<file path="src/source/mem_miss_config.svh">
// ==========================================================================
// Load miss path configuration
// Queue depth and the widths of tags, addresses and assembled responses
// ==========================================================================

`ifndef MEM_MISS_CONFIG_SVH
`define MEM_MISS_CONFIG_SVH

// Pending memory request queue
`define PMRQ_NUM_ENTRIES 8      // Outstanding misses held in order

// Memory request tag
`define TAG_WIDTH 8             // Wraps modulo 256

// Physical address
`define ADDR_WIDTH 40

// Assembled response, two 64-bit beats
`define DATA_WIDTH 128          // SIMD register width

`endif

</file>
<file path="src/source/mem_miss_pkg.sv">
// ==========================================================================
// Load miss path package
// Width types, load size encoding and the structs passed between blocks
// ==========================================================================

`include "mem_miss_config.svh"

package mem_miss_pkg;

    // Widths with a meaning
    typedef logic [`TAG_WIDTH-1:0]  tag_t;          // Memory request tag
    typedef logic [`ADDR_WIDTH-1:0] addr_t;         // Physical address
    typedef logic [`DATA_WIDTH-1:0] bus_simd_t;     // Replay data, full SIMD width
    typedef logic [63:0]            beat_t;         // One response beat
    typedef logic [63:0]            xreg_t;         // Scalar load result
    typedef logic [4:0]             reg_addr_t;     // Destination register
    typedef logic [$clog2(`PMRQ_NUM_ENTRIES)-1:0] pmrq_ptr_t;  // Queue slot index

    // Access size of the load
    typedef enum logic [2:0] {
        SIZE_B,     // Byte
        SIZE_H,     // Half word
        SIZE_W,     // Word
        SIZE_D,     // Double word
        SIZE_Q      // Quad word, whole SIMD register
    } mem_size_e;

    // Load that missed, as held in the queue
    typedef struct packed {
        logic      valid;
        addr_t     addr;
        reg_addr_t rd;
        mem_size_e size;
        logic      is_signed;  // Sign extend narrow loads
        bus_simd_t imm;        // Filled with replay data
    } miss_instr_t;

    // Request towards memory
    typedef struct packed {
        logic  valid;
        tag_t  tag;
        addr_t addr;
    } mem_req_t;

    // One response beat from memory
    typedef struct packed {
        logic  valid;
        tag_t  tag;
        logic  beat_idx;       // 0 low half, 1 high half
        beat_t data;
    } mem_beat_t;

    // Load result towards the register file
    typedef struct packed {
        logic      valid;
        reg_addr_t rd;
        bus_simd_t result;
    } wb_t;

endpackage

</file>
<file path="src/source/pending_mem_req_queue.sv">
// ==========================================================================
// Pending memory request queue
// Holds outstanding load misses in program order, marks them done when
// their tagged replay returns and presents a finished head for writeback
// ==========================================================================

`timescale 1ns/1ps

`include "mem_miss_config.svh"

module pending_mem_req_queue (
    input  logic                      clk_i,           // Core clock
    input  logic                      rstn_i,          // Async reset, active low

    input  mem_miss_pkg::miss_instr_t instruction_i,   // Miss written at the tail
    input  mem_miss_pkg::tag_t        tag_i,           // Tag given by the issuer

    input  logic                      replay_valid_i,  // Assembled response this cycle
    input  mem_miss_pkg::tag_t        tag_next_i,      // Tag of the returning response
    input  mem_miss_pkg::bus_simd_t   replay_data_i,   // Response data
    input  logic                      flush_i,         // Drop every entry
    input  logic                      advance_head_i,  // Head written back

    output mem_miss_pkg::miss_instr_t finish_instr_o,  // Done head, zero otherwise
    output logic                      full_o           // Early full, stalls the core
);
    import mem_miss_pkg::*;

    // Occupancy counter, one bit wider than the pointers
    typedef logic [$clog2(`PMRQ_NUM_ENTRIES):0] pmrq_cnt_t;

    pmrq_ptr_t head_q;      // Oldest entry
    pmrq_ptr_t tail_q;      // Next free slot
    pmrq_cnt_t num_q;       // Entries held

    logic write_en;
    logic advance_en;

    // Entry storage
    miss_instr_t instr_table [0:`PMRQ_NUM_ENTRIES-1];
    tag_t        tag_table   [0:`PMRQ_NUM_ENTRIES-1];
    logic        done_table  [0:`PMRQ_NUM_ENTRIES-1];   // Replay received

    // Accept while a slot is free
    assign write_en   = instruction_i.valid & (num_q < `PMRQ_NUM_ENTRIES);
    assign advance_en = advance_head_i & (num_q != '0);  // Never pop an empty queue

    always_ff @(posedge clk_i) begin
        // Replay marks every slot holding the tag
        if (replay_valid_i) begin
            for (int j = 0; j < `PMRQ_NUM_ENTRIES; j++) begin
                if (tag_table[j] == tag_next_i) begin
                    done_table[j]      <= 1'b1;
                    instr_table[j].imm <= replay_data_i;   // Data rides in imm
                end
            end
        end

        // A new miss overrides a stale replay hitting the same slot
        if (write_en) begin
            instr_table[tail_q] <= instruction_i;
            tag_table[tail_q]   <= tag_i;
            done_table[tail_q]  <= 1'b0;
        end
    end

    always_ff @(posedge clk_i or negedge rstn_i) begin
        if (!rstn_i) begin
            head_q <= '0;
            tail_q <= '0;
            num_q  <= '0;
        end else if (flush_i) begin
            // Entries left behind are never presented again
            head_q <= '0;
            tail_q <= '0;
            num_q  <= '0;
        end else begin
            head_q <= head_q + pmrq_ptr_t'(advance_en);
            tail_q <= tail_q + pmrq_ptr_t'(write_en);
            num_q  <= num_q + pmrq_cnt_t'(write_en) - pmrq_cnt_t'(advance_en);
        end
    end

    // Head only leaves once its data is back
    assign finish_instr_o = ((num_q != '0) && done_table[head_q]) ?
                            instr_table[head_q] : '0;

    // Rises three slots early for misses already in flight upstream
    assign full_o = (num_q == (`PMRQ_NUM_ENTRIES - 3)) | flush_i | ~rstn_i;

endmodule

</file>
<file path="src/source/miss_tag_issuer.sv">
// ==========================================================================
// Miss tag issuer
// Tags each entering miss, writes it to the queue and sends the request
// ==========================================================================

`timescale 1ns/1ps

module miss_tag_issuer (
    input  logic                      clk_i,         // Core clock
    input  logic                      rstn_i,        // Async reset, active low

    input  mem_miss_pkg::miss_instr_t miss_instr_i,  // Load that missed
    input  logic                      stall_i,       // Queue early full
    input  logic                      flush_i,       // Drop the pending request

    output mem_miss_pkg::miss_instr_t q_instr_o,     // Queue write, same cycle
    output mem_miss_pkg::tag_t        q_tag_o,       // Tag for the queue entry
    output mem_miss_pkg::mem_req_t    mem_req_o      // Request to memory
);
    import mem_miss_pkg::*;

    tag_t  tag_cnt_q;       // Next tag, survives flush
    logic  req_valid_q;
    tag_t  req_tag_q;
    addr_t req_addr_q;
    logic  issue_valid;

    // Misses arriving under stall are lost
    assign issue_valid = miss_instr_i.valid & ~stall_i;

    always_comb begin
        q_instr_o       = miss_instr_i;
        q_instr_o.valid = issue_valid;
        q_instr_o.imm   = '0;           // Filled later by the replay
    end

    assign q_tag_o = tag_cnt_q;

    always_ff @(posedge clk_i or negedge rstn_i) begin
        if (!rstn_i) begin
            tag_cnt_q   <= '0;
            req_valid_q <= 1'b0;
        end else begin
            tag_cnt_q   <= tag_cnt_q + tag_t'(issue_valid);  // Wraps modulo 256
            req_valid_q <= issue_valid & ~flush_i;           // One cycle pulse
        end
    end

    // Request payload
    always_ff @(posedge clk_i) begin
        if (issue_valid) begin
            req_tag_q  <= tag_cnt_q;
            req_addr_q <= miss_instr_i.addr;
        end
    end

    assign mem_req_o.valid = req_valid_q;
    assign mem_req_o.tag   = req_tag_q;
    assign mem_req_o.addr  = req_addr_q;

endmodule

</file>
<file path="src/source/replay_collector.sv">
// ==========================================================================
// Replay collector
// Pairs the two 64-bit beats of each tag into one 128-bit replay pulse
// ==========================================================================

`timescale 1ns/1ps

`include "mem_miss_config.svh"

module replay_collector (
    input  logic                    clk_i,           // Core clock
    input  logic                    rstn_i,          // Async reset, active low

    input  mem_miss_pkg::mem_beat_t mem_beat_i,      // Beat from memory
    input  logic                    flush_i,         // Drop partial responses

    output logic                    replay_valid_o,  // Assembled word ready
    output mem_miss_pkg::tag_t      replay_tag_o,    // Its tag
    output mem_miss_pkg::bus_simd_t replay_data_o    // Beat 1 high, beat 0 low
);
    import mem_miss_pkg::*;

    // Partial responses waiting for their other beat
    logic [`PMRQ_NUM_ENTRIES-1:0] slot_vld_q;        // First beat present
    tag_t                         slot_tag_q  [0:`PMRQ_NUM_ENTRIES-1];
    beat_t                        slot_beat_q [0:`PMRQ_NUM_ENTRIES-1];

    logic      hit;           // Beat completes a stored tag
    pmrq_ptr_t hit_idx;
    logic      free_found;
    pmrq_ptr_t free_idx;

    logic      replay_valid_q;
    tag_t      replay_tag_q;
    bus_simd_t replay_data_q;

    // Lookup, lowest slot wins
    always_comb begin
        hit        = 1'b0;
        hit_idx    = '0;
        free_found = 1'b0;
        free_idx   = '0;
        for (int i = `PMRQ_NUM_ENTRIES - 1; i >= 0; i--) begin
            if (slot_vld_q[i] && (slot_tag_q[i] == mem_beat_i.tag)) begin
                hit     = 1'b1;
                hit_idx = pmrq_ptr_t'(i);
            end
            if (!slot_vld_q[i]) begin
                free_found = 1'b1;
                free_idx   = pmrq_ptr_t'(i);
            end
        end
    end

    always_ff @(posedge clk_i or negedge rstn_i) begin
        if (!rstn_i) begin
            slot_vld_q     <= '0;
            replay_valid_q <= 1'b0;
        end else if (flush_i) begin
            slot_vld_q     <= '0;       // Late beats start over as new partials
            replay_valid_q <= 1'b0;
        end else begin
            replay_valid_q <= mem_beat_i.valid & hit;
            if (mem_beat_i.valid) begin
                if (hit) begin
                    slot_vld_q[hit_idx] <= 1'b0;        // Pair complete
                end else if (free_found) begin
                    slot_vld_q[free_idx] <= 1'b1;       // Park first beat
                end
            end
        end
    end

    always_ff @(posedge clk_i) begin
        if (mem_beat_i.valid && !hit) begin
            slot_tag_q[free_idx]  <= mem_beat_i.tag;
            slot_beat_q[free_idx] <= mem_beat_i.data;
        end
        if (mem_beat_i.valid && hit) begin
            replay_tag_q  <= mem_beat_i.tag;
            replay_data_q <= mem_beat_i.beat_idx ?
                             {mem_beat_i.data, slot_beat_q[hit_idx]} :
                             {slot_beat_q[hit_idx], mem_beat_i.data};
        end
    end

    assign replay_valid_o = replay_valid_q;
    assign replay_tag_o   = replay_tag_q;
    assign replay_data_o  = replay_data_q;

endmodule

</file>
<file path="src/source/mem_writeback_port.sv">
// ==========================================================================
// Memory writeback port
// Pops the finished queue head and formats the load result by size
// ==========================================================================

`timescale 1ns/1ps

module mem_writeback_port (
    input  logic                      clk_i,           // Core clock
    input  logic                      rstn_i,          // Async reset, active low

    input  mem_miss_pkg::miss_instr_t finish_instr_i,  // Done head from the queue
    input  logic                      wb_stall_i,      // Register file busy
    input  logic                      flush_i,         // Nothing leaves on flush

    output logic                      advance_head_o,  // Pop the head
    output mem_miss_pkg::wb_t         wb_o             // Formatted result
);
    import mem_miss_pkg::*;

    xreg_t     scalar;          // Narrow loads, extended to 64 bits
    bus_simd_t result;
    bus_simd_t data;

    logic      wb_valid_q;
    reg_addr_t wb_rd_q;
    bus_simd_t wb_result_q;

    assign data = finish_instr_i.imm;

    // Head is valid only once done
    assign advance_head_o = finish_instr_i.valid & ~wb_stall_i & ~flush_i;

    always_comb begin
        case (finish_instr_i.size)
            SIZE_B:  scalar = finish_instr_i.is_signed ? {{56{data[7]}}, data[7:0]} :
                                                         {56'b0, data[7:0]};
            SIZE_H:  scalar = finish_instr_i.is_signed ? {{48{data[15]}}, data[15:0]} :
                                                         {48'b0, data[15:0]};
            SIZE_W:  scalar = finish_instr_i.is_signed ? {{32{data[31]}}, data[31:0]} :
                                                         {32'b0, data[31:0]};
            default: scalar = data[63:0];   // Double word, no extension
        endcase

        // Quad loads keep the whole register
        if (finish_instr_i.size == SIZE_Q) begin
            result = data;
        end else begin
            result = {64'b0, scalar};
        end
    end

    always_ff @(posedge clk_i or negedge rstn_i) begin
        if (!rstn_i) begin
            wb_valid_q <= 1'b0;
        end else begin
            wb_valid_q <= advance_head_o;   // One cycle per pop
        end
    end

    // Result payload
    always_ff @(posedge clk_i) begin
        if (advance_head_o) begin
            wb_rd_q     <= finish_instr_i.rd;
            wb_result_q <= result;
        end
    end

    assign wb_o.valid  = wb_valid_q;
    assign wb_o.rd     = wb_rd_q;
    assign wb_o.result = wb_result_q;

endmodule

</file>
<file path="src/source/mem_miss_top.sv">
// ==========================================================================
// Load miss path top
// Issuer, pending request queue, response collector and writeback port
// ==========================================================================

`timescale 1ns/1ps

module mem_miss_top (
    input  logic                      clk_i,         // Core clock
    input  logic                      rstn_i,        // Async reset, active low

    input  mem_miss_pkg::miss_instr_t miss_instr_i,  // Load that missed the cache
    input  logic                      flush_i,       // Pipeline flush
    input  logic                      wb_stall_i,    // Writeback held off
    input  mem_miss_pkg::mem_beat_t   mem_beat_i,    // Response beats

    output logic                      stall_o,       // Early full to the core
    output mem_miss_pkg::mem_req_t    mem_req_o,     // Request to memory
    output mem_miss_pkg::wb_t         wb_o           // Load result
);
    import mem_miss_pkg::*;

    // Issuer to queue
    miss_instr_t q_instr;
    tag_t        q_tag;
    logic        full;

    // Collector to queue
    logic        replay_valid;
    tag_t        replay_tag;
    bus_simd_t   replay_data;

    // Queue and writeback port
    miss_instr_t finish_instr;
    logic        advance_head;

    assign stall_o = full;

    miss_tag_issuer i_miss_tag_issuer (
        .clk_i        (clk_i),
        .rstn_i       (rstn_i),
        .miss_instr_i (miss_instr_i),
        .stall_i      (full),
        .flush_i      (flush_i),
        .q_instr_o    (q_instr),
        .q_tag_o      (q_tag),
        .mem_req_o    (mem_req_o)
    );

    pending_mem_req_queue i_pending_mem_req_queue (
        .clk_i          (clk_i),
        .rstn_i         (rstn_i),
        .instruction_i  (q_instr),
        .tag_i          (q_tag),
        .replay_valid_i (replay_valid),
        .tag_next_i     (replay_tag),
        .replay_data_i  (replay_data),
        .flush_i        (flush_i),
        .advance_head_i (advance_head),
        .finish_instr_o (finish_instr),
        .full_o         (full)
    );

    replay_collector i_replay_collector (
        .clk_i          (clk_i),
        .rstn_i         (rstn_i),
        .mem_beat_i     (mem_beat_i),
        .flush_i        (flush_i),
        .replay_valid_o (replay_valid),
        .replay_tag_o   (replay_tag),
        .replay_data_o  (replay_data)
    );

    mem_writeback_port i_mem_writeback_port (
        .clk_i          (clk_i),
        .rstn_i         (rstn_i),
        .finish_instr_i (finish_instr),
        .wb_stall_i     (wb_stall_i),
        .flush_i        (flush_i),
        .advance_head_o (advance_head),
        .wb_o           (wb_o)
    );

endmodule

</file>
<file path="config.mk">
export PLATFORM = sky130hd
export DESIGN_NAME = mem_miss_top
export DESIGN_NICKNAME = d
export VERILOG_FILES = /design/src/source/mem_miss_pkg.sv /design/src/source/pending_mem_req_queue.sv /design/src/source/miss_tag_issuer.sv /design/src/source/replay_collector.sv /design/src/source/mem_writeback_port.sv /design/src/source/mem_miss_top.sv
export VERILOG_INCLUDE_DIRS = /design/src /design/src/source
export SDC_FILE = /design/constraint.sdc
export NUM_CORES = 2
export LEC_CHECK = 0
export BUFFER_PORTS_ARGS = -buffer_cell sky130_fd_sc_hd__buf_2
export CORE_ASPECT_RATIO = 0.6
export CORE_MARGIN = 2
export CORE_UTILIZATION = 45
export CTS_CLUSTER_SIZE = 30
export DETAILED_ROUTE_END_ITERATION = 10
export GPL_ROUTABILITY_DRIVEN = 1
export SYNTH_ARGS = -nofsm -noshare
export SYNTH_HDL_FRONTEND = slang
export SYNTH_SLANG_ARGS = --single-unit
</file>
<file path="constraint.sdc">
create_clock -name clk_i -period 39 [get_ports clk_i]
set_input_delay 1.95 -clock clk_i [delete_from_list [all_inputs] [get_ports clk_i]]
set_output_delay 1.95 -clock clk_i [all_outputs]
set_load 0.1 [all_outputs]
</file>
======== After elaboration in Yosys (flattened, before gate mapping) ========
Memory sizes are Yosys's and may differ from the RTL's.
Index checks and enable logic that the tools add are counted.
storage, ports and cells
  register bits after elaboration ......... 346
  memory bits (writable) .................. 2,072
  input port bits ......................... 256
  output and inout bits ................... 184
  memories kept ........................... 5
memory list
  memory                               words  bits a word  rd ports  clocked after memory_dff  write ports  line                         text
  i_pending_mem_req_queue.instr_table  8      178          1         0                         9            pending_mem_req_queue.sv:40  miss_instr_t instr_table [0:`PMRQ_NUM_ENTRIES-1];
  i_replay_collector.slot_beat_q       8      64           1         0                         1            replay_collector.sv:26       beat_t slot_beat_q [0:`PMRQ_NUM_ENTRIES-1];
  i_pending_mem_req_queue.tag_table    8      8            8         0                         1            pending_mem_req_queue.sv:41  tag_t tag_table [0:`PMRQ_NUM_ENTRIES-1];
  i_replay_collector.slot_tag_q        8      8            8         0                         1            replay_collector.sv:25       tag_t slot_tag_q [0:`PMRQ_NUM_ENTRIES-1];
  i_pending_mem_req_queue.done_table   8      1            1         0                         9            pending_mem_req_queue.sv:42  logic done_table [0:`PMRQ_NUM_ENTRIES-1];
operators by class
  add/sub/neg operators ................... 5
  $lt $le $gt $ge ......................... 5
  equal/unequal tests ..................... 20
  muxes and demuxes ....................... 79
  bitwise operators ....................... 16
  reduce and logical (&&, ||, !) cells .... 20
operators by type and width
  cell                  count
  $mux W64              4
  $pmux W64 S3          1
  $mux W178             1
  $eq A8 B8 Y1          16
  $mux W128             1
  $mux W3               18
  $mux W1               47
  $mux W8               4
  $logic_and A1 B1 Y1   13
  $add A8 B1 Y8         1
  $and A8 B8 Y8         1
  $lt A3 B4 Y1 const B  2
  $not A8 Y8            1
  $or A8 B8 Y8          1
  $and A1 B1 Y1         7
  $add A3 B1 Y3         2
  $demux W1 S3          2
  $ge A3 B1 Y1 const B  2
  $add A4 B1 Y4         1
  $eq A4 B3 Y1 const B  1
  $lt A4 B4 Y1 const B  1
  $mux W4               1
  $not A1 Y1            4
  $reduce_and A2 Y1     2
  other kinds (10)      11

======== Longest topological paths before layout ========
An unclocked memory read counts as a cell.
  depth after elaboration ................. 20
  mapped depth ............................ 14

======== By module ========
From an unflattened synthesis, not the netlist that was laid out.
unflattened totals
  cells, all modules ...................... 6,361
  area, all modules ....................... 107,536.9 sq um
modules (own cells, without submodules)
  module                 instances  cells an instance  area an instance (sq um)  seq. area each (sq um)
  pending_mem_req_queue  1          3,869              69,954.6                  45,093.2
  replay_collector       1          1,955              29,361.9                  21,605.7
  mem_writeback_port     1          283                5,073.6                   4,018.9
  miss_tag_issuer        1          254                3,146.8                   1,666.6

======== Worst setup path after synthesis ========
Ideal clock, no wire load.
  path type ............................... input -> register
  from .................................... in flush_i
  to ...................................... reg i_mem_writeback_port.wb_valid_q
  arrival time ............................ 15.004 ns
  path slack .............................. 22.572 ns
  cell stages on the path ................. 3
  path buffers ............................ 2
  cells stage by stage .................... clkbuf_1 -> clkbuf_1 -> nor4_1
on the way
  cells in the longest elaborated chain, start to end .. 2
ends and longest elaborated chain
  item                    line                      text
  start: declaration      mem_miss_top.sv:13        input logic flush_i,
  $not A1 Y1              mem_writeback_port.sv:32  assign advance_head_o = finish_instr_i.valid & ~wb_stall_i & ~flush_i;
  $and A1 B1 Y1           mem_writeback_port.sv:32
  net advance_head        mem_miss_top.sv:35        logic advance_head;
  end signal: assignment  mem_writeback_port.sv:57  wb_valid_q <= advance_head_o;
  end: declaration        mem_writeback_port.sv:25  logic wb_valid_q;
The timed path passes the listed nets, and every way through them passes these cells.
A chain may end at the register's enable or synchronous reset.

==> flow_summary.ini <==
[cts]
root_buffer = clkbuf_16
clock_latency_ps = 860
cts_tree = done
holdBufCountCts = 0
cts_made_buffers = 200
cts_buffer_depth = 4
cts_max_level = 4
ctsResizeCount = 0
cts_setup_buffers = 0
cts_sinks = 2098
clkTransAtPathRegs_ps = 60

[worst_hold_path]
min_path_type = reg2reg

[worst_setup_path]
rrSetupSlack_ps = 33380
path_class = in2reg
cp_max_fo = 52
required_ps = 39670
cp_slowest_cell = nor3_2
crit_path_cell_trace = buf_2 -> buf_4 -> a311oi_1 -> nand2_1 -> nor2_1 -> nand2_1 -> nor3_2 -> buf_4 -> buf_4 -> buf_4 -> a21oi_1
startpoint_type = input pin
critPathMaxStageDelay_ps = 860
worstSetupEndpointType = flop
crit_top_cell = buf_4
arrival_ps = 7220

[timing]
drv_slew = 0
finClkSkew_ps = 69.0
setup_tns_ps = 0
tightest_slew_ps = 1250
rsz0062_at_grt = no
hold_viol_final = 0
setup_violations = 0
max_freq_ghz = 0.153
fin_crit_ps = 6550
slew_headroom_pct = 16.2
post-route-period-util_pct = 16.8

[cells_and_area]
finalNonFillerCells = 10267
layout-drive-gt1-share_pct = 14.6
fin_nets = 7868
syn_to_final_growth_pct = 10.9
design_area_mm2 = 0.0944

[detailed_routing]
route.vias.total = 61953
vias_per_cell = 6.03
drt_wl_total_um = 282000
drtPass1Iterations = 6
drcViolationCount = 0
final_antenna_net_count = 0
wl_per_cell_um = 27.5
drt_iter0_drc = 7842

[placed_design]
gp_congestion = 0.815
dp.cells = 9897
dp_hpwl_um = 158000
io_buffers = 311
placed_area_mm2 = 0.0878

[floorplanning]
start_util_pct = 45.4
io_pins = 440
die_w_um = 565
num_rows = 123
die_y_um = 341
dieArea_mm2 = 0.193
core_area_mm2 = 0.188

[grt]
grt_start_max_net_pins = 129
grt_pass1_wl_um = 409000
grt_pass1_vias = 59169
antenna_found_initial = 57
grt_usage_pct = 28.7
overflow = 0

[synth]
async_flop_share_pct = 1.38
synth_nets = 7942
synth_top_area_share_pct = 36.6
synth_edf_count = 1037
ys_top_cells_by_count = nand2_1 (2116), a21oi_1 (1144), edfxtp_1 (1037)
synth_cell_types = 75
avgSynthCellArea_um2 = 11.1
yosys-top-cells-area = edfxtp_1 (37%), dfxtp_1 (24%), nand2_1 (9.3%), mux4_2 (7.4%), a21oi_1 (6.7%)
yosys_register_bits = 2098
yosysTopAreaCell = edfxtp_1
ys_seq_area_share_pct = 61.7
synth_cells = 7673
synth_area_mm2 = 0.0851
synth_ff_type = edfxtp_1
yosysMostFrequentCell = nand2_1
ys_warn_count = 0

[power]
vdd_drop_max_mv = 0.0362
p_per_area_mw_per_mm2 = 49.5
leakage_nw = 35.6

[run_status]
run_status = complete, no violations

[run]
max-cap-violations = 0
## layer usage
layer,track usage [%],vias to the layer above,wire length (um)
met1,41.2,30854,117000
met4,8.95,32,9400
met2,42.9,3606,122000
met3,7.03,572,33400
met5,0,-,235
li1,-,26889,-
## path summary, 6_finish.rpt
kind                                                                    startpoint                                                      end  cells past startpoint
max                                                                        flush_i  i_pending_mem_req_queue.instr_table[1][89]$_SDFFE_PP0P_                     11
min                        i_pending_mem_req_queue.instr_table[3][54]$_SDFFE_PP0P_  i_pending_mem_req_queue.instr_table[3][54]$_SDFFE_PP0P_                      2
max reg2reg                             i_pending_mem_req_queue.num_q[3]$_DFF_PN0_  i_pending_mem_req_queue.instr_table[1][89]$_SDFFE_PP0P_                     11
min reg2reg                i_pending_mem_req_queue.instr_table[3][54]$_SDFFE_PP0P_  i_pending_mem_req_queue.instr_table[3][54]$_SDFFE_PP0P_                      2
max in group asynchronous                                                   rstn_i              i_pending_mem_req_queue.head_q[1]$_DFF_PN0_                      2
min in group asynchronous                                                   rstn_i             i_replay_collector.slot_vld_q[5]$_DFFE_PN0P_                      2
## report_power, final
part / switching (mW) / internal, mW
clock network: 0.858 / 1.13
registers: 0.0581 / 2.42
logic: 0.132 / 0.0758
total: 1.05 / 3.63
## cell type report
cell class,count,area [um2]
fill,16202,93200
clock buffer,293,5790
inverter,59,223
clock inverter,70,758
timing repair buffer,428,2570
multi-input combinational,4812,29400
tap,2500,3130
sequential,2098,52500
antenna,7,17.5
## layout by cell type, fill, tap and decap left out, drive strengths merged, types with 44 or more instances in the layout
cell and n:
mux2i 157, a211oi 51, inv 67, nor2 181, edfxtp 1037, clkinv 44
nand3 123, buf 428, nand2 2117, xor2 58, a21oi 1145, mux2 78
mux4 278, clkbuf 293, dfxtp 1032, xnor2 80, o21ai 171
## kinds of logic (layout without fill, tap and decap cells)
family | count (synthesis) | after routing | synth area share [%]
buf+inv | 763 | 850 | 4.08
fa+ha+maj | 13 | 13 | 0.200
xor+xnor | 138 | 138 | 1.42
mux | 513 | 513 | 10.2
flops | 2098 | 2098 | 61.7
compound gates | 1617 | 1617 | 10.6
simple gates | 2531 | 2531 | 11.7
other cells | 0 | 7 | 0
## registers in the layout (all words and copies together) (netlist names), 40 cells and up
name                                 count
i_replay_collector.slot_tag_q           64
i_mem_writeback_port.wb_result_q       128
i_replay_collector.replay_data_o       128
i_pending_mem_req_queue.instr_table   1104
i_replay_collector.slot_beat_q         512
i_pending_mem_req_queue.tag_table       64
i_miss_tag_issuer.req_addr_q            40
## per-stage QoR
stage	setup WS [ps]	power (mW)	util, %	hold WS [ps]
floorplan	22570	2.64	-	429
global placement	31730	2.72	46.8	435
detailed placement	31610	2.73	46.8	440
CTS	32470	4.69	50.3	449
global route	32330	4.81	50.3	460
finish	32450	4.67	50.3	448
## worst max-delay path, delay by kind of cell
family          cells  cell delay, ps
buf+inv             5            2670
simple gates        4            1690
compound gates      2             650
No activity file was read; power rests on OpenSTA's default activity.
